File: src/source/bus_pkg.sv
package bus_pkg;

    typedef logic [31:0] addr_t;
    typedef logic [31:0] data_t;
    typedef logic [3:0]  strb_t;
    typedef logic [2:0]  size_t;
    typedef logic [1:0]  resp_t;

    localparam resp_t RESP_OKAY   = 2'd0;
    localparam resp_t RESP_SLVERR = 2'd2;

    // single-beat read request
    typedef struct packed {
        addr_t addr;
        size_t size;
    } ar_payload_t;

    // single-beat read response
    typedef struct packed {
        data_t data;
        resp_t resp;
    } r_payload_t;

    // timer region, 64 KiB
    localparam addr_t CLINT_BASE = 32'h0200_0000;
    localparam addr_t CLINT_MASK = 32'hFFFF_0000;

    localparam logic [15:0] MTIME_LO_OFS = 16'hBFF8;
    localparam logic [15:0] MTIME_HI_OFS = 16'hBFFC;

    // every fetch is one 32-bit word
    localparam size_t WORD_SIZE = 3'd2;

    function automatic logic is_clint(input addr_t addr);
        return (addr & CLINT_MASK) == CLINT_BASE;
    endfunction

endpackage

File: src/source/bus_fabric.sv
`timescale 1ns/1ps

module bus_fabric (
    input  logic           clock,
    input  logic           rst_n,

    input  logic           fetch_ar_valid,
    output logic           fetch_ar_ready,
    input  bus_pkg::addr_t fetch_ar_addr,
    output logic           fetch_r_valid,
    input  logic           fetch_r_ready,
    output bus_pkg::data_t fetch_r_data,
    output bus_pkg::resp_t fetch_r_resp,

    input  logic           lsu_ar_valid,
    output logic           lsu_ar_ready,
    input  bus_pkg::addr_t lsu_ar_addr,
    input  bus_pkg::size_t lsu_ar_size,
    output logic           lsu_r_valid,
    input  logic           lsu_r_ready,
    output bus_pkg::data_t lsu_r_data,
    output bus_pkg::resp_t lsu_r_resp,

    input  logic           lsu_w_valid,
    output logic           lsu_w_ready,
    input  bus_pkg::addr_t lsu_w_addr,
    input  bus_pkg::data_t lsu_w_data,
    input  bus_pkg::strb_t lsu_w_strb,
    output logic           lsu_b_valid,
    input  logic           lsu_b_ready,
    output bus_pkg::resp_t lsu_b_resp,

    output logic           m_ar_valid,
    input  logic           m_ar_ready,
    output bus_pkg::addr_t m_ar_addr,
    output bus_pkg::size_t m_ar_size,
    input  logic           m_r_valid,
    output logic           m_r_ready,
    input  bus_pkg::data_t m_r_data,
    input  bus_pkg::resp_t m_r_resp,
    output logic           m_aw_valid,
    input  logic           m_aw_ready,
    output bus_pkg::addr_t m_aw_addr,
    output logic           m_w_valid,
    input  logic           m_w_ready,
    output bus_pkg::data_t m_w_data,
    output bus_pkg::strb_t m_w_strb,
    input  logic           m_b_valid,
    output logic           m_b_ready,
    input  bus_pkg::resp_t m_b_resp
);

    logic                 ext_ar_valid;
    logic                 ext_ar_ready;
    bus_pkg::ar_payload_t ext_ar_data;
    logic                 ext_r_valid;
    logic                 ext_r_ready;
    bus_pkg::r_payload_t  ext_r_data;
    bus_pkg::ar_payload_t m_ar_data;
    bus_pkg::r_payload_t  m_r_pkt;

    logic                 t_ar_valid;
    logic                 t_ar_ready;
    bus_pkg::addr_t       t_ar_addr;
    logic                 t_r_valid;
    logic                 t_r_ready;
    bus_pkg::data_t       t_r_data;
    bus_pkg::resp_t       t_r_resp;

    assign m_ar_addr    = m_ar_data.addr;
    assign m_ar_size    = m_ar_data.size;
    assign m_r_pkt.data = m_r_data;
    assign m_r_pkt.resp = m_r_resp;

    read_arbiter read_arbiter_i (
        .clock          (clock),
        .rst_n          (rst_n),
        .fetch_ar_valid (fetch_ar_valid),
        .fetch_ar_ready (fetch_ar_ready),
        .fetch_ar_addr  (fetch_ar_addr),
        .fetch_r_valid  (fetch_r_valid),
        .fetch_r_ready  (fetch_r_ready),
        .fetch_r_data   (fetch_r_data),
        .fetch_r_resp   (fetch_r_resp),
        .lsu_ar_valid   (lsu_ar_valid),
        .lsu_ar_ready   (lsu_ar_ready),
        .lsu_ar_addr    (lsu_ar_addr),
        .lsu_ar_size    (lsu_ar_size),
        .lsu_r_valid    (lsu_r_valid),
        .lsu_r_ready    (lsu_r_ready),
        .lsu_r_data     (lsu_r_data),
        .lsu_r_resp     (lsu_r_resp),
        .ext_ar_valid   (ext_ar_valid),
        .ext_ar_ready   (ext_ar_ready),
        .ext_ar_data    (ext_ar_data),
        .ext_r_valid    (ext_r_valid),
        .ext_r_ready    (ext_r_ready),
        .ext_r_data     (ext_r_data),
        .t_ar_valid     (t_ar_valid),
        .t_ar_ready     (t_ar_ready),
        .t_ar_addr      (t_ar_addr),
        .t_r_valid      (t_r_valid),
        .t_r_ready      (t_r_ready),
        .t_r_data       (t_r_data),
        .t_r_resp       (t_r_resp)
    );

    // registered boundary toward the external port
    req_slice #(.payload_t(bus_pkg::ar_payload_t)) ar_slice_i (
        .clock     (clock),
        .rst_n     (rst_n),
        .in_valid  (ext_ar_valid),
        .in_ready  (ext_ar_ready),
        .in_data   (ext_ar_data),
        .out_valid (m_ar_valid),
        .out_ready (m_ar_ready),
        .out_data  (m_ar_data)
    );

    req_slice #(.payload_t(bus_pkg::r_payload_t)) r_slice_i (
        .clock     (clock),
        .rst_n     (rst_n),
        .in_valid  (m_r_valid),
        .in_ready  (m_r_ready),
        .in_data   (m_r_pkt),
        .out_valid (ext_r_valid),
        .out_ready (ext_r_ready),
        .out_data  (ext_r_data)
    );

    write_channel write_channel_i (
        .clock       (clock),
        .rst_n       (rst_n),
        .lsu_w_valid (lsu_w_valid),
        .lsu_w_ready (lsu_w_ready),
        .lsu_w_addr  (lsu_w_addr),
        .lsu_w_data  (lsu_w_data),
        .lsu_w_strb  (lsu_w_strb),
        .lsu_b_valid (lsu_b_valid),
        .lsu_b_ready (lsu_b_ready),
        .lsu_b_resp  (lsu_b_resp),
        .m_aw_valid  (m_aw_valid),
        .m_aw_ready  (m_aw_ready),
        .m_aw_addr   (m_aw_addr),
        .m_w_valid   (m_w_valid),
        .m_w_ready   (m_w_ready),
        .m_w_data    (m_w_data),
        .m_w_strb    (m_w_strb),
        .m_b_valid   (m_b_valid),
        .m_b_ready   (m_b_ready),
        .m_b_resp    (m_b_resp)
    );

    clint_timer clint_timer_i (
        .clock      (clock),
        .rst_n      (rst_n),
        .t_ar_valid (t_ar_valid),
        .t_ar_ready (t_ar_ready),
        .t_ar_addr  (t_ar_addr),
        .t_r_valid  (t_r_valid),
        .t_r_ready  (t_r_ready),
        .t_r_data   (t_r_data),
        .t_r_resp   (t_r_resp)
    );

endmodule

File: src/source/clint_timer.sv
`timescale 1ns/1ps

module clint_timer (
    input  logic           clock,
    input  logic           rst_n,
    input  logic           t_ar_valid,
    output logic           t_ar_ready,
    input  bus_pkg::addr_t t_ar_addr,
    output logic           t_r_valid,
    input  logic           t_r_ready,
    output bus_pkg::data_t t_r_data,
    output bus_pkg::resp_t t_r_resp
);

    logic [63:0] mtime;
    logic [15:0] ofs;
    logic        ar_hs;

    // one read at a time, next one once the response is taken
    assign t_ar_ready = !t_r_valid;
    assign ofs        = t_ar_addr[15:0];
    assign ar_hs      = t_ar_valid && t_ar_ready;

    always_ff @(posedge clock) begin
        if (!rst_n) begin
            mtime     <= 64'd0;
            t_r_valid <= 1'b0;
        end else begin
            mtime <= mtime + 64'd1;
            if (ar_hs) begin
                t_r_valid <= 1'b1;
            end else if (t_r_ready) begin
                t_r_valid <= 1'b0;
            end
        end
    end

    always_ff @(posedge clock) begin
        if (ar_hs) begin
            case (ofs)
                bus_pkg::MTIME_LO_OFS: begin
                    t_r_data <= mtime[31:0];
                    t_r_resp <= bus_pkg::RESP_OKAY;
                end
                bus_pkg::MTIME_HI_OFS: begin
                    t_r_data <= mtime[63:32];
                    t_r_resp <= bus_pkg::RESP_OKAY;
                end
                default: begin
                    // unmapped offset in timer region
                    t_r_data <= 32'd0;
                    t_r_resp <= bus_pkg::RESP_SLVERR;
                end
            endcase
        end
    end

endmodule

File: src/source/read_arbiter.sv
`timescale 1ns/1ps

module read_arbiter (
    input  logic                 clock,
    input  logic                 rst_n,

    input  logic                 fetch_ar_valid,
    output logic                 fetch_ar_ready,
    input  bus_pkg::addr_t       fetch_ar_addr,
    output logic                 fetch_r_valid,
    input  logic                 fetch_r_ready,
    output bus_pkg::data_t       fetch_r_data,
    output bus_pkg::resp_t       fetch_r_resp,

    input  logic                 lsu_ar_valid,
    output logic                 lsu_ar_ready,
    input  bus_pkg::addr_t       lsu_ar_addr,
    input  bus_pkg::size_t       lsu_ar_size,
    output logic                 lsu_r_valid,
    input  logic                 lsu_r_ready,
    output bus_pkg::data_t       lsu_r_data,
    output bus_pkg::resp_t       lsu_r_resp,

    output logic                 ext_ar_valid,
    input  logic                 ext_ar_ready,
    output bus_pkg::ar_payload_t ext_ar_data,
    input  logic                 ext_r_valid,
    output logic                 ext_r_ready,
    input  bus_pkg::r_payload_t  ext_r_data,

    output logic                 t_ar_valid,
    input  logic                 t_ar_ready,
    output bus_pkg::addr_t       t_ar_addr,
    input  logic                 t_r_valid,
    output logic                 t_r_ready,
    input  bus_pkg::data_t       t_r_data,
    input  bus_pkg::resp_t       t_r_resp
);

    typedef enum logic [1:0] {
        GNT_IDLE,
        GNT_FETCH,
        GNT_LSU
    } gnt_t;

    gnt_t           gnt;
    logic           ar_done;
    logic           to_timer;
    bus_pkg::addr_t gnt_addr;
    logic           gnt_ar_valid;
    logic           tgt_ar_ready;
    logic           tgt_r_valid;
    logic           own_r_ready;
    bus_pkg::data_t rsp_data;
    bus_pkg::resp_t rsp_resp;
    logic           ar_hs;
    logic           r_hs;

    // request side, routed by the latched target flag
    assign gnt_addr     = (gnt == GNT_LSU) ? lsu_ar_addr : fetch_ar_addr;
    assign gnt_ar_valid = !ar_done && (((gnt == GNT_LSU) && lsu_ar_valid) ||
                                       ((gnt == GNT_FETCH) && fetch_ar_valid));
    assign tgt_ar_ready = to_timer ? t_ar_ready : ext_ar_ready;

    assign ext_ar_valid     = gnt_ar_valid && !to_timer;
    assign ext_ar_data.addr = gnt_addr;
    assign ext_ar_data.size = (gnt == GNT_LSU) ? lsu_ar_size : bus_pkg::WORD_SIZE;
    assign t_ar_valid       = gnt_ar_valid && to_timer;
    assign t_ar_addr        = gnt_addr;

    assign fetch_ar_ready = (gnt == GNT_FETCH) && !ar_done && tgt_ar_ready;
    assign lsu_ar_ready   = (gnt == GNT_LSU) && !ar_done && tgt_ar_ready;

    // response side, only the owner sees it
    assign tgt_r_valid = ar_done && (to_timer ? t_r_valid : ext_r_valid);
    assign rsp_data    = to_timer ? t_r_data : ext_r_data.data;
    assign rsp_resp    = to_timer ? t_r_resp : ext_r_data.resp;
    assign own_r_ready = (gnt == GNT_LSU)   ? lsu_r_ready :
                         (gnt == GNT_FETCH) ? fetch_r_ready : 1'b0;

    assign fetch_r_valid = (gnt == GNT_FETCH) && tgt_r_valid;
    assign fetch_r_data  = rsp_data;
    assign fetch_r_resp  = rsp_resp;
    assign lsu_r_valid   = (gnt == GNT_LSU) && tgt_r_valid;
    assign lsu_r_data    = rsp_data;
    assign lsu_r_resp    = rsp_resp;

    assign ext_r_ready = ar_done && !to_timer && own_r_ready;
    assign t_r_ready   = ar_done && to_timer && own_r_ready;

    assign ar_hs = gnt_ar_valid && tgt_ar_ready;
    assign r_hs  = tgt_r_valid && own_r_ready;

    always_ff @(posedge clock) begin
        if (!rst_n) begin
            gnt      <= GNT_IDLE;
            ar_done  <= 1'b0;
            to_timer <= 1'b0;
        end else if (gnt == GNT_IDLE) begin
            ar_done <= 1'b0;
            // lsu wins over fetch
            if (lsu_ar_valid) begin
                gnt      <= GNT_LSU;
                to_timer <= bus_pkg::is_clint(lsu_ar_addr);
            end else if (fetch_ar_valid) begin
                gnt      <= GNT_FETCH;
                to_timer <= bus_pkg::is_clint(fetch_ar_addr);
            end
        end else begin
            if (ar_hs) begin
                ar_done <= 1'b1;
            end
            if (r_hs) begin
                gnt     <= GNT_IDLE;
                ar_done <= 1'b0;
            end
        end
    end

endmodule

File: src/source/req_slice.sv
`timescale 1ns/1ps

module req_slice #(
    parameter type payload_t = logic
) (
    input  logic     clock,
    input  logic     rst_n,
    input  logic     in_valid,
    output logic     in_ready,
    input  payload_t in_data,
    output logic     out_valid,
    input  logic     out_ready,
    output payload_t out_data
);

    payload_t   entry [2];
    logic       wr_ptr;
    logic       rd_ptr;
    logic [1:0] count;
    logic       push;
    logic       pop;

    // registered on both sides, no path from out_ready to in_ready
    assign in_ready  = (count != 2'd2);
    assign out_valid = (count != 2'd0);
    assign out_data  = entry[rd_ptr];
    assign push      = in_valid && in_ready;
    assign pop       = out_valid && out_ready;

    always_ff @(posedge clock) begin
        if (!rst_n) begin
            wr_ptr <= 1'b0;
            rd_ptr <= 1'b0;
            count  <= 2'd0;
        end else begin
            if (push) begin
                wr_ptr <= ~wr_ptr;
            end
            if (pop) begin
                rd_ptr <= ~rd_ptr;
            end
            count <= count + {1'b0, push} - {1'b0, pop};
        end
    end

    always_ff @(posedge clock) begin
        if (push) begin
            entry[wr_ptr] <= in_data;
        end
    end

endmodule

File: src/source/write_channel.sv
`timescale 1ns/1ps

module write_channel (
    input  logic           clock,
    input  logic           rst_n,

    input  logic           lsu_w_valid,
    output logic           lsu_w_ready,
    input  bus_pkg::addr_t lsu_w_addr,
    input  bus_pkg::data_t lsu_w_data,
    input  bus_pkg::strb_t lsu_w_strb,
    output logic           lsu_b_valid,
    input  logic           lsu_b_ready,
    output bus_pkg::resp_t lsu_b_resp,

    output logic           m_aw_valid,
    input  logic           m_aw_ready,
    output bus_pkg::addr_t m_aw_addr,
    output logic           m_w_valid,
    input  logic           m_w_ready,
    output bus_pkg::data_t m_w_data,
    output bus_pkg::strb_t m_w_strb,
    input  logic           m_b_valid,
    output logic           m_b_ready,
    input  bus_pkg::resp_t m_b_resp
);

    typedef enum logic [1:0] {
        WR_IDLE,
        WR_SEND,
        WR_RESP
    } wr_state_t;

    wr_state_t      state;
    logic           aw_pend;
    logic           w_pend;
    bus_pkg::addr_t addr_q;
    bus_pkg::data_t data_q;
    bus_pkg::strb_t strb_q;
    bus_pkg::resp_t resp_q;

    assign lsu_w_ready = (state == WR_IDLE);
    assign lsu_b_valid = (state == WR_RESP);
    assign lsu_b_resp  = resp_q;

    assign m_aw_valid = aw_pend;
    assign m_aw_addr  = addr_q;
    assign m_w_valid  = w_pend;
    assign m_w_data   = data_q;
    assign m_w_strb   = strb_q;
    // response only after both address and data are out
    assign m_b_ready  = (state == WR_SEND) && !aw_pend && !w_pend;

    always_ff @(posedge clock) begin
        if (!rst_n) begin
            state   <= WR_IDLE;
            aw_pend <= 1'b0;
            w_pend  <= 1'b0;
        end else begin
            case (state)
                WR_IDLE: begin
                    if (lsu_w_valid) begin
                        if (bus_pkg::is_clint(lsu_w_addr)) begin
                            // timer is read-only, refuse locally
                            state <= WR_RESP;
                        end else begin
                            state   <= WR_SEND;
                            aw_pend <= 1'b1;
                            w_pend  <= 1'b1;
                        end
                    end
                end
                WR_SEND: begin
                    if (m_aw_ready) begin
                        aw_pend <= 1'b0;
                    end
                    if (m_w_ready) begin
                        w_pend <= 1'b0;
                    end
                    if (m_b_valid && m_b_ready) begin
                        state <= WR_RESP;
                    end
                end
                WR_RESP: begin
                    if (lsu_b_ready) begin
                        state <= WR_IDLE;
                    end
                end
                default: state <= WR_IDLE;
            endcase
        end
    end

    always_ff @(posedge clock) begin
        if (lsu_w_valid && lsu_w_ready) begin
            addr_q <= lsu_w_addr;
            data_q <= lsu_w_data;
            strb_q <= lsu_w_strb;
            resp_q <= bus_pkg::RESP_SLVERR;
        end else if (m_b_valid && m_b_ready) begin
            resp_q <= m_b_resp;
        end
    end

endmodule

File: config.mk
export PLATFORM = sky130hd
export DESIGN_NAME = bus_fabric
export DESIGN_NICKNAME = d
export VERILOG_FILES = /design/src/source/bus_pkg.sv /design/src/source/bus_fabric.sv /design/src/source/clint_timer.sv /design/src/source/read_arbiter.sv /design/src/source/req_slice.sv /design/src/source/write_channel.sv
export SDC_FILE = /design/constraint.sdc
export NUM_CORES = 1
export LEC_CHECK = 0
export BUFFER_PORTS_ARGS = -buffer_cell sky130_fd_sc_hd__buf_2
export CAP_MARGIN = 10
export CORE_MARGIN = 4
export CORE_UTILIZATION = 53
export CTS_CLUSTER_DIAMETER = 60
export CTS_CLUSTER_SIZE = 30
export DETAILED_ROUTE_END_ITERATION = 6
export GPL_TIMING_DRIVEN = 0
export PLACE_DENSITY = 0.87
export SYNTH_ARGS = -nofsm -noshare
export SYNTH_HDL_FRONTEND = slang
export SYNTH_SLANG_ARGS = --single-unit
File: constraint.sdc
create_clock -name clock -period 4.26 [get_ports clock]
set_input_delay 0.213 -clock clock [delete_from_list [all_inputs] [get_ports clock]]
set_output_delay 0.213 -clock clock [all_outputs]
set_load 0.02 [all_outputs]
==> flow_summary.toml, run 1 <==
[worst_hold_path]
hold_class = "primary input to flip-flop"

[critical_path]
cp_max_stage_cell = "sky130_fd_sc_hd__clkbuf_1"
worst-setup-path-type = "flip-flop to primary output"
start_kind = "flip-flop"
worst_ep_required_time_ns = 4.05
path_common_cell = "sky130_fd_sc_hd__clkbuf_1"
worstPathArrival_ns = 3.01
critical_path_cell_by_cell = "clkbuf_1 -> clkbuf_1 -> clkbuf_1 -> nand2_1 -> o21ai_0 -> buf_4 -> buf_2"
end_kind = "primary output"
slowest_delay_ns = 0.60
path_max_fanout = 10

[die]
floorplan.initialDensity_pct = 54.12
die-height_um = 168.6
fp.dieArea_mm2 = 0.02842
floorplan.core_area_mm2 = 0.02525
ioPinCount = 368
die-width_um = 168.6
std_cell_rows = 58

[logic_synthesis]
synth-main-ff-cell = "sky130_fd_sc_hd__edfxtp_1"
mean_instance_size_in_the_synthesized_netlist_um2 = 11.95
synth.lib_cells_used.distinct = 55
synth-edff-count = 239
synthesis_warning_total = 0
synth.cell_area_mm2 = 0.01367
synth.yosys.seq_area_share_pct = 64.96
synthesis.nets = 1333
synth-seq-cells = 324
synthArstFlopShare_pct = 0
synthCells = 1144

[power]
p_int_mw = 5.185
pwr-share-seq_pct = 50.5
switching_portion_of_total_power_pct = 28.52
power.net_switching_mw = 2.069
pwr-share-comb_pct = 18.6
power_density_mw_per_mm2 = 404.7
clock_network_fraction_of_total_power_pct = 31.0
power_mw = 7.254
vdd_drop_max_mv = 0.2936
leakagePower_nw = 6.766

[run_status]
run_status = "complete, no violations"

[global_route]
grt_start_max_net_pins = 72
grt_antenna_before_repair = 1
grt_pass1_wl_um = 60330
remaining_global_route_overflow = 0
grt_usage_pct = 26.51
grt_pass1_vias = 11170

[drt]
wire_per_inst_um = 19.77
antenna_violating_nets_post_route = 0
vias_per_cell = 5.625
num_vias = 11260
initialDrtViolationCount = 1301
routed_wirelength_um = 39590
drt_pass1_iterations = 5
drc = 0

[layout]
nFillCells = 1684
num-nets-final = 1845
final-seq-area_mm2 = 0.008879
finish.utilization_pct = 70.98
drive_gt1_share_pct = 30.10
area_used_by_multi_input_combinational_logic_mm2 = 0.004274
areaGrowthSynthToFinish_pct = 31.15

[clock_tree]
ctsRootBufferMaster = "sky130_fd_sc_hd__clkbuf_16"
cts_buffers = 21
tritoncts_num_sinks = 324
post_cts_resized = 0
cts.reportedPaths.clkPinSlew_ns = 0.09
clock_path_buffers = 3
cts.htree.levels = 1
clk-insertion-delay-late_ns = 0.54
clock_tree_from_tritoncts = "yes"

[sta]
rsz0062_at_grt = "false"
clock.fmax_mhz = 310.2
layout_worst_path_cycle_share_pct = 75.68
final-hold-violation-count = 0
timing.hold.ws_ns = 0.02112
timing.final.crit_period_ns = 3.224
clock-skew-final_ns = 0.03723
worst-slew-pin-transition_ns = 0.9011
pins_over_their_slew_limit = 0
totalNegativeSetupSlack_ns = 0
slew-limit-headroom_pct = 39.93
setup-violations-final = 0

[run]
max_cap_viol_count = 0

[placed_design]
placer_congestion_estimate = 0.9662
total_of_buffers_placed_on_input_and_output_ports = 367
post-dp-hpwl_um = 27210
[layout make-up]
| cell class | instances | area share [%] |
|---|---|---|
| Inverter | 16 | 0.3351 |
| Buffer | 86 | 2.653 |
| Sequential cell | 324 | 49.53 |
| Clock buffer | 21 | 2.932 |
| Multi-Input combinational cell | 718 | 23.84 |
| Antenna cell | 1 | 0.01396 |
| Clock inverter | 17 | 1.215 |
| Timing Repair Buffer | 489 | 17.17 |
| Tap cell | 330 | 2.304 |
[worst paths after layout]
path                                 startpoint                       endpoint  slack [ns]  cells past startpoint
setup / recovery        read_arbiter_i.to_timer                 lsu_r_data[16]        1.04                      7
hold / removal                   lsu_ar_addr[8]        ar_slice_i.entry[1][11]        0.02                      3
setup reg to reg         clint_timer_i.mtime[0]        clint_timer_i.mtime[56]        1.49                      8
hold reg to reg   write_channel_i.lsu_b_resp[0]  write_channel_i.lsu_b_resp[0]        0.48                      2
[worst max-delay path, delay by kind of cell, from the launching register on]
kind,cells,cell delay [ns]
buffers and inverters,5,1.87
flip-flops,1,0.32
AND/OR/NAND/NOR,1,0.11
AO/OA/AOI/OAI,1,0.16
[cells in the mapped netlist (11+ instances only)]
cell type	instances	area share, %
sky130_fd_sc_hd__edfxtp_1	239	53
sky130_fd_sc_hd__xor2_1	20	1.3
sky130_fd_sc_hd__o31ai_1	24	1.3
sky130_fd_sc_hd__nand3_1	25	0.92
sky130_fd_sc_hd__or4_1	23	1.3
sky130_fd_sc_hd__clkbuf_1	34	0.93
sky130_fd_sc_hd__o21ai_0	47	1.7
sky130_fd_sc_hd__or3_1	13	0.60
sky130_fd_sc_hd__buf_4	35	1.9
sky130_fd_sc_hd__xnor2_1	12	0.77
sky130_fd_sc_hd__dfxtp_1	85	12
sky130_fd_sc_hd__a21oi_1	78	2.9
sky130_fd_sc_hd__mux2i_1	37	2.7
sky130_fd_sc_hd__inv_1	16	0.44
sky130_fd_sc_hd__nand2_1	218	6.0
sky130_fd_sc_hd__mux2_2	36	3.0
sky130_fd_sc_hd__nor4_1	11	0.50
sky130_fd_sc_hd__nor2_1	53	1.5
sky130_fd_sc_hd__and2_1	12	0.55
sky130_fd_sc_hd__nand4_1	27	1.2
[placed cells by master, fill, tap and decap left out, types with 4 or more instances in the layout]
cell / count
sky130_fd_sc_hd__nor2_1: 52
sky130_fd_sc_hd__and3_1: 8
sky130_fd_sc_hd__o21ai_0: 47
sky130_fd_sc_hd__and2_1: 10
sky130_fd_sc_hd__nor2b_1: 4
sky130_fd_sc_hd__ha_1: 5
sky130_fd_sc_hd__nor4b_1: 6
sky130_fd_sc_hd__buf_1: 10
sky130_fd_sc_hd__nor3_1: 9
sky130_fd_sc_hd__clkbuf_1: 34
sky130_fd_sc_hd__buf_2: 372
sky130_fd_sc_hd__mux2_2: 36
sky130_fd_sc_hd__dfxtp_1: 85
sky130_fd_sc_hd__nand3_1: 25
sky130_fd_sc_hd__dlygate4sd3_1: 120
sky130_fd_sc_hd__nand4_1: 27
sky130_fd_sc_hd__clkbuf_16: 21
sky130_fd_sc_hd__a21oi_1: 78
sky130_fd_sc_hd__o31ai_1: 24
sky130_fd_sc_hd__nand4b_1: 4
sky130_fd_sc_hd__or3_1: 13
sky130_fd_sc_hd__or4_1: 23
sky130_fd_sc_hd__buf_4: 35
sky130_fd_sc_hd__xor2_1: 20
sky130_fd_sc_hd__nor4_1: 11
sky130_fd_sc_hd__inv_1: 16
sky130_fd_sc_hd__mux2i_1: 37
sky130_fd_sc_hd__nand2_1: 218
sky130_fd_sc_hd__and4_1: 5
sky130_fd_sc_hd__edfxtp_1: 239
sky130_fd_sc_hd__xnor2_1: 12
sky130_fd_sc_hd__nand3b_1: 5
[stage by stage]
stage	instance area [um2]	cells	setup slack [ns]
after floorplan	13670	1144	1.231
after global placement	15920	1841	0.2888
after detailed placement	15980	1843	1.549
after CTS	17920	2001	1.066
after global routing	17920	2002	0.8627
final	17920	2002	1.036
[routing by layer]
layer  track usage [%]  wire (um)  up-vias  share of wire [%]
li1                  -          -     5179                  -
met2             48.20      20540      596                 52
met1             32.68      14670     5402                 37
met3             4.180       3277       84                8.3
met5                 0          0        -                  0
met4             7.904       1105        0                2.8
[power groups by stage]
stage	Combinational [mW]	Clock (mW)	Sequential (mW)
floorplan	0.700	0	3.79
global placement	1.19	0	3.73
detailed placement	1.23	0	3.73
CTS	1.33	2.26	3.66
global route	1.43	2.39	3.68
finish	1.35	2.25	3.66
[flip-flops by register name (all words and copies together), names as in the netlist, 2 cells and up, named ones only]
| name | flops |
|---|---|
| r_slice_i.entry | 68 |
| read_arbiter_i.gnt | 2 |
| ar_slice_i.entry | 70 |
| write_channel_i.m_w_strb | 4 |
| write_channel_i.m_w_data | 32 |
| ar_slice_i.count | 2 |
| clint_timer_i.mtime | 64 |
| clint_timer_i.t_r_data | 32 |
| write_channel_i.m_aw_addr | 32 |
| r_slice_i.count | 2 |
| write_channel_i.state | 2 |
| write_channel_i.lsu_b_resp | 2 |
[cell families after synthesis]
family / count (synthesis) / synth area share [%]
flip-flops: 324 / 64.96
multiplexers: 73 / 5.676
AO/OA/AOI/OAI: 161 / 6.582
buffers and inverters: 102 / 3.918
AND/OR/NAND/NOR: 447 / 16.35
XOR/XNOR: 32 / 2.051
adder cells (fa/ha/maj): 5 / 0.4577
[timing repair]
item	4_1_cts	5_1_grt
endpoints found under the hold margin	160	0
setup buffers	0	0
hold buffers	120	0
Power figures use the tool's default switching activity.
==> run 2, diff against run 1 <==
--- a/config.mk
+++ b/config.mk
@@ -8,12 +8,12 @@
 export BUFFER_PORTS_ARGS = -buffer_cell sky130_fd_sc_hd__buf_2
 export CAP_MARGIN = 10
 export CORE_MARGIN = 4
-export CORE_UTILIZATION = 53
+export CORE_UTILIZATION = 48
 export CTS_CLUSTER_DIAMETER = 60
 export CTS_CLUSTER_SIZE = 30
 export DETAILED_ROUTE_END_ITERATION = 6
 export GPL_TIMING_DRIVEN = 0
-export PLACE_DENSITY = 0.87
+export PLACE_DENSITY = 0.84
 export SYNTH_ARGS = -nofsm -noshare
 export SYNTH_HDL_FRONTEND = slang
 export SYNTH_SLANG_ARGS = --single-unit
==> constraint.sdc (replaced) <==
create_clock -name clock -period 2.59 [get_ports clock]
set_input_delay 0.1295 -clock clock [delete_from_list [all_inputs] [get_ports clock]]
set_output_delay 0.1295 -clock clock [all_outputs]
set_load 0.02 [all_outputs]
==> flow_summary.toml, run 2 (same netlist as run 1, synthesis figures left out) <==
[run]
max_cap_viol_count = 0

[drt]
wire_per_inst_um = 19.43
drc = 0
antenna_violating_nets_post_route = 0
routed_wirelength_um = 41190
vias_per_cell = 5.486
num_vias = 11630
drt_pass1_iterations = 6
initialDrtViolationCount = 1135

[critical_path]
worstPathArrival_ns = 2.83
end_kind = "flip-flop"
critical_path.startpoint = "read_arbiter_i.gnt[1]"
crit_end = "clint_timer_i.t_r_data[7]"
crit_family = "simple AND/OR/NAND/NOR gates"
cp_num_buf_inv = 2
start_kind = "flip-flop"
reg2reg_depth = 7
r2r_start = "read_arbiter_i.gnt[1]"
cp_max_stage_cell = "sky130_fd_sc_hd__or4b_2"
critical_path_depth = 7
worst-setup-path-type = "flip-flop to flip-flop"
critical_path_cell_by_cell = "buf_2 -> nor2b_1 -> or4b_2 -> nor3_1 -> o21ai_2 -> clkbuf_1 -> a21oi_1"
reg2reg_setup_slack_ns = 0.13
critical_path.reg2reg.endpoint = "clint_timer_i.t_r_data[7]"
slowest_delay_ns = 0.65
worst_ep_required_time_ns = 2.96
path_max_fanout = 10

[clock_tree]
clock_tree_from_tritoncts = "yes"
clk-insertion-delay-late_ns = 0.57
cts.htree.levels = 1
clock_path_buffers = 3
tritoncts_num_sinks = 324
ctsRootBufferMaster = "sky130_fd_sc_hd__clkbuf_16"
cts.reportedPaths.clkPinSlew_ns = 0.09
cts_buffers = 24

[power]
pwr-share-comb_pct = 18.7
p_int_mw = 8.903
power_mw = 12.62
power.net_switching_mw = 3.719
switching_portion_of_total_power_pct = 29.47
pwr-share-seq_pct = 47.7
power_density_mw_per_mm2 = 669.1
clock_network_fraction_of_total_power_pct = 33.6
vdd_drop_max_mv = 0.7419
leakagePower_nw = 7.191

[layout]
final-seq-area_mm2 = 0.008881
area_used_by_multi_input_combinational_logic_mm2 = 0.004313
max_ffs_per_register = 70
num-nets-final = 1912
post-route-cell-area_mm2 = 0.01887
largest-register = "ar_slice_i.entry"
layout.cells.non_filler = 2120
reg.largest.list = "ar_slice_i.entry (70), r_slice_i.entry (68), clint_timer_i.mtime (64)"
drive_gt1_share_pct = 30.33
layout_common_cells = "373 x sky130_fd_sc_hd__buf_2, 239 x sky130_fd_sc_hd__edfxtp_1, 218 x sky130_fd_sc_hd__nand2_1"
nFillCells = 1906
areaGrowthSynthToFinish_pct = 38.04
leading_cell_type_in_the_layout_fill_and_taps_excluded = "sky130_fd_sc_hd__buf_2"

[die]
fp.dieArea_mm2 = 0.03124
floorplan.core_area_mm2 = 0.02793
std_cell_rows = 61
floorplan.initialDensity_pct = 48.93
ioPinCount = 368
die-height_um = 176.7
die-width_um = 176.7

[sta]
pins_over_their_slew_limit = 0
clock-skew-final_ns = 0.03734
worst-slew-pin-transition_ns = 0.8985
final-hold-violation-count = 0
layout_worst_path_cycle_share_pct = 95.16
setup-violations-final = 0
clock.fmax_mhz = 405.7
timing.hold.ws_ns = 0.03949
slew-limit-headroom_pct = 40.10
totalNegativeSetupSlack_ns = 0
timing.final.crit_period_ns = 2.465

[placed_design]
placer_congestion_estimate = 0.9690
placed_inst_area_mm2 = 0.01604
post-dp-hpwl_um = 26770
numPlacedInstances = 1891
total_of_buffers_placed_on_input_and_output_ports = 367

[global_route]
grt_pass1_wl_um = 63570
grt_pass1_vias = 11930
grt_start_max_net_pins = 72
remaining_global_route_overflow = 0
grt_usage_pct = 25.50
grt_antenna_before_repair = 2

[run_status]
run_status = "complete, no violations"

[worst_hold_path]
hold_class = "primary input to flip-flop"
[run 2: cell count changes in the layout (fill, tap and decap cells not counted), moves of 3 or more]
cell and change:
sky130_fd_sc_hd__clkbuf_2 +6, sky130_fd_sc_hd__inv_16 +4, sky130_fd_sc_hd__clkbuf_1 -8, sky130_fd_sc_hd__clkbuf_16 +4, sky130_fd_sc_hd__dlygate4sd3_1 +63, sky130_fd_sc_hd__buf_4 +3
[run 2: power groups by stage]
stage | Combinational [mW] | Clock (mW) | Sequential, mW
floorplan | 1.15 | 0 | 6.22
global placement | 1.96 | 0 | 6.12
detailed placement | 2.03 | 0 | 6.13
CTS | 2.31 | 4.27 | 6.01
global route | 2.51 | 4.49 | 6.05
finish | 2.36 | 4.24 | 6.02
[run 2: cell type report]
class | instances | area share [%]
clock inverters | 18 | 1.545
diodes | 1 | 0.01326
multi-input cells | 718 | 22.86
clock buffers | 26 | 3.336
repair buffers | 555 | 19.78
plain buffers | 84 | 2.567
well taps | 378 | 2.507
flip-flops and latches | 324 | 47.08
inverters | 16 | 0.3183
[run 2: worst min path at each step]
| stage | start | end | slack, ns | depth (start not counted) |
|---|---|---|---|---|
| after floorplan | m_r_resp[0] | r_slice_i.entry[0][0] | 0.23 | 0 |
| after global placement | lsu_w_data[0] | write_channel_i.m_w_data[0] | 0.31 | 1 |
| after detailed placement | lsu_w_addr[8] | write_channel_i.m_aw_addr[8] | 0.31 | 1 |
| after CTS | fetch_r_ready | read_arbiter_i.ar_done | 0.009 | 4 |
| after global routing | fetch_r_ready | read_arbiter_i.ar_done | 0.06 | 4 |
| final | fetch_r_ready | read_arbiter_i.ar_done | 0.04 | 4 |
[run 2: metal layers]
| layer | part of all wire [%] | track usage, % |
|---|---|---|
| met5 | 0.032 | 0 |
| met4 | 3.7 | 8.736 |
| met3 | 8.0 | 4.315 |
| met2 | 51 | 45.68 |
| met1 | 37 | 31.28 |
[run 2: worst register-to-register path, delay by kind of cell (launching register included)]
kind            cells  cell delay, ns
compound gates      2            0.48
flops               1            0.30
buf+inv             2            0.44
simple gates        3            1.06
[run 2: stage by stage]
stage                     util [%]  setup slack, ns
final                        67.54           0.1253
after global routing         67.54         -0.02864
after CTS                    67.35        -0.008578
after detailed placement     57.41          -0.2292
after global placement       57.21          -0.8515
after floorplan                  -          0.01013
[run 2: timing repair]
action	4_1_cts	5_1_grt
gates resized for setup	10	17
buffers inserted	0	3
pin swaps	0	2
hold endpoints to repair	220	0
hold buffers	183	0
endpoints found under the setup margin	113	107
gates cloned	0	0
==> run 3, diff against run 2 <==
--- a/config.mk
+++ b/config.mk
@@ -7,13 +7,15 @@
 export LEC_CHECK = 0
 export BUFFER_PORTS_ARGS = -buffer_cell sky130_fd_sc_hd__buf_2
 export CAP_MARGIN = 10
+export CELL_PAD_IN_SITES_DETAIL_PLACEMENT = 1
+export CELL_PAD_IN_SITES_GLOBAL_PLACEMENT = 2
 export CORE_MARGIN = 4
-export CORE_UTILIZATION = 48
+export CORE_UTILIZATION = 30
 export CTS_CLUSTER_DIAMETER = 60
 export CTS_CLUSTER_SIZE = 30
 export DETAILED_ROUTE_END_ITERATION = 6
 export GPL_TIMING_DRIVEN = 0
-export PLACE_DENSITY = 0.84
+export PLACE_DENSITY = 0.82
 export SYNTH_ARGS = -nofsm -noshare
 export SYNTH_HDL_FRONTEND = slang
 export SYNTH_SLANG_ARGS = --single-unit
==> flow_summary.toml, run 3 (same netlist as run 1, synthesis figures left out) <==
[run_status]
run_status = "complete, no violations"

[drt]
num_vias = 11330
initialDrtViolationCount = 554
met1Wirelength_um = 19540
top_layer = "met4"
wl_met2_um = 24440
routed_wirelength_um = 47160
antenna_violating_nets_post_route = 0
route.met3.wl_um = 1911
wire_per_inst_um = 19.99
drt_pass1_iterations = 5
vias_per_cell = 4.801
drc = 0

[critical_path]
reg2reg_depth = 7
end_kind = "flip-flop"
crit_family = "simple AND/OR/NAND/NOR gates"
start_kind = "flip-flop"
cp_num_buf_inv = 2
path_max_fanout = 10
worst-setup-path-type = "flip-flop to flip-flop"
cp_max_stage_cell = "sky130_fd_sc_hd__or4b_2"
slowest_delay_ns = 0.63
worstPathArrival_ns = 2.91
critical_path_cell_by_cell = "buf_2 -> nor2b_2 -> or4b_2 -> nor3_1 -> o21ai_2 -> clkbuf_1 -> a21oi_1"
worst_ep_required_time_ns = 3.02
r2r_start = "read_arbiter_i.gnt[1]"
reg2reg_setup_slack_ns = 0.11
critical_path.reg2reg.endpoint = "clint_timer_i.t_r_data[29]"

[sta]
clock-skew-final_ns = 0.02350
slew-limit-headroom_pct = 26.24
clock.fmax_mhz = 403.5
final-hold-violation-count = 0
rsz0062_at_grt = "false"
timing.final.crit_period_ns = 2.478
pins_over_their_slew_limit = 0
layout_worst_path_cycle_share_pct = 95.68
setup-violations-final = 0
worst-slew-pin-transition_ns = 1.106
post-route-worst-setup-slack_ns = 0.1119

[run]
max_cap_viol_count = 0

[power]
clock_network_fraction_of_total_power_pct = 35.6
power_mw = 13.11
vdd_drop_max_mv = 0.3991
power.net_switching_mw = 3.791
pwr-share-seq_pct = 46.0
p_int_mw = 9.316
switching_portion_of_total_power_pct = 28.92
pwr-share-comb_pct = 18.4
power_density_mw_per_mm2 = 676.9
leakagePower_nw = 7.291

[worst_hold_path]
hold_end = "read_arbiter_i.to_timer"
hold_path.startpoint = "fetch_ar_addr[26]"
hold_depth = 6
hold_class = "primary input to flip-flop"

[layout]
finish.utilization_pct = 43.41
reg.largest.list = "ar_slice_i.entry (70), r_slice_i.entry (68), clint_timer_i.mtime (64)"
max_ffs_per_register = 70
layout_common_cells = "374 x sky130_fd_sc_hd__buf_2, 239 x sky130_fd_sc_hd__edfxtp_1, 218 x sky130_fd_sc_hd__nand2_1"
num-nets-final = 1926
largest-register = "ar_slice_i.entry"
post-route-cell-area_mm2 = 0.01936
leading_cell_type_in_the_layout_fill_and_taps_excluded = "sky130_fd_sc_hd__buf_2"
areaGrowthSynthToFinish_pct = 41.68
layout.cells.non_filler = 2359
drive_gt1_share_pct = 30.82

[clock_tree]
clk-insertion-delay-late_ns = 0.58
ctsRootBufferMaster = "sky130_fd_sc_hd__clkbuf_16"
tritoncts_num_sinks = 324
cts.htree.levels = 1
clock_tree_from_tritoncts = "yes"
cts.reportedPaths.clkPinSlew_ns = 0.08
clock_path_buffers = 3
cts_buffers = 31

[global_route]
grt_pass1_wl_um = 72170
grt_antenna_before_repair = 5
grt_usage_pct = 18.40
remaining_global_route_overflow = 0
grt_pass1_vias = 12340
grt_start_max_net_pins = 72

[placed_design]
placer_congestion_estimate = 0.8449
numPlacedInstances = 2106
total_of_buffers_placed_on_input_and_output_ports = 367
preCtsSetupSlack_ns = -0.5814
placed_inst_area_mm2 = 0.01633
post-dp-hpwl_um = 32500

[die]
fp.dieArea_mm2 = 0.04904
die-width_um = 221.4
floorplan.initialDensity_pct = 30.64
die-height_um = 221.4
floorplan.core_area_mm2 = 0.04461
ioPinCount = 368
std_cell_rows = 77
==> run 3: changes by cell type in the layout (fill, tap and decap cells not counted), sizes merged <==
cell         delta
clkinv          +8
dlygate4sd3     +6
clkbuf          +5
diode           +4
inv             -4
clkinvlp        +3
buf             +2
bufinv          +1
==> run 3: how the worst max path moves through the flow <==
| stage | start | endpoint | cells after the start |
|---|---|---|---|
| final | read_arbiter_i.gnt[1] | clint_timer_i.t_r_data[29] | 7 |
| after global placement | r_slice_i.count[0] | r_slice_i.entry[0][10] | 4 |
| after floorplan | r_slice_i.count[0] | r_slice_i.entry[0][0] | 4 |
| after CTS | read_arbiter_i.gnt[1] | r_slice_i.count[1] | 11 |
| after detailed placement | read_arbiter_i.gnt[1] | clint_timer_i.t_r_data[29] | 8 |
| after global routing | read_arbiter_i.gnt[1] | r_slice_i.count[1] | 11 |
==> run 3: power by group through the flow <==
stage          Clock (mW)  Sequential (mW)  Combinational [mW]
6_report             4.66             6.03                2.42
2_1_floorplan           0             6.22                1.15
4_1_cts              4.76             6.02                2.42
3_3_place_gp            0             6.13                2.04
3_5_place_dp            0             6.14                2.12
5_1_grt              4.99             6.05                2.59
==> run 3: per-layer routing <==
metal	GRT usage, %	up-vias
met4	5.382	0
met5	0	-
met2	33.73	263
met3	2.452	73
met1	22.67	5641
li1	-	5349
==> run 3: what timing repair did <==
action,4_1_cts,5_1_grt
hold buffers,189,0
resized for setup,18,11
setup endpoints to repair,148,64
pin swaps,0,2
endpoints found under the hold margin,223,0
setup buffers,1,2
==> run 3: final cells by class <==
class / instances / area (um2)
diodes: 5 / 12.51
plain buffers: 84 / 490.5
clock buffers: 32 / 779.5
clock inverters: 26 / 262.8
fillers: 4937 / 25240
inverters: 16 / 60.06
multi-input cells: 718 / 4313
flip-flops and latches: 324 / 8881
well taps: 592 / 740.7
repair buffers: 562 / 3824
==> run 3: worst reg2reg max path: stages, from the launching register on <==
cell and delay, ns:
sky130_fd_sc_hd__dfxtp_1 0.30, sky130_fd_sc_hd__buf_2 0.17, sky130_fd_sc_hd__nor2b_2 0.20, sky130_fd_sc_hd__or4b_2 0.63, sky130_fd_sc_hd__nor3_1 0.30, sky130_fd_sc_hd__o21ai_2 0.24
sky130_fd_sc_hd__clkbuf_1 0.29, sky130_fd_sc_hd__a21oi_1 0.22
==> run 3: through the flow <==
step | setup TNS [ns] | hold slack (ns)
after global routing | 0 | 0.1120
after detailed placement | -24.57 | 0.3086
final | 0 | 0.1004
after CTS | 0 | 0.06771
after global placement | -98.70 | 0.3067
after floorplan | 0 | 0.2284
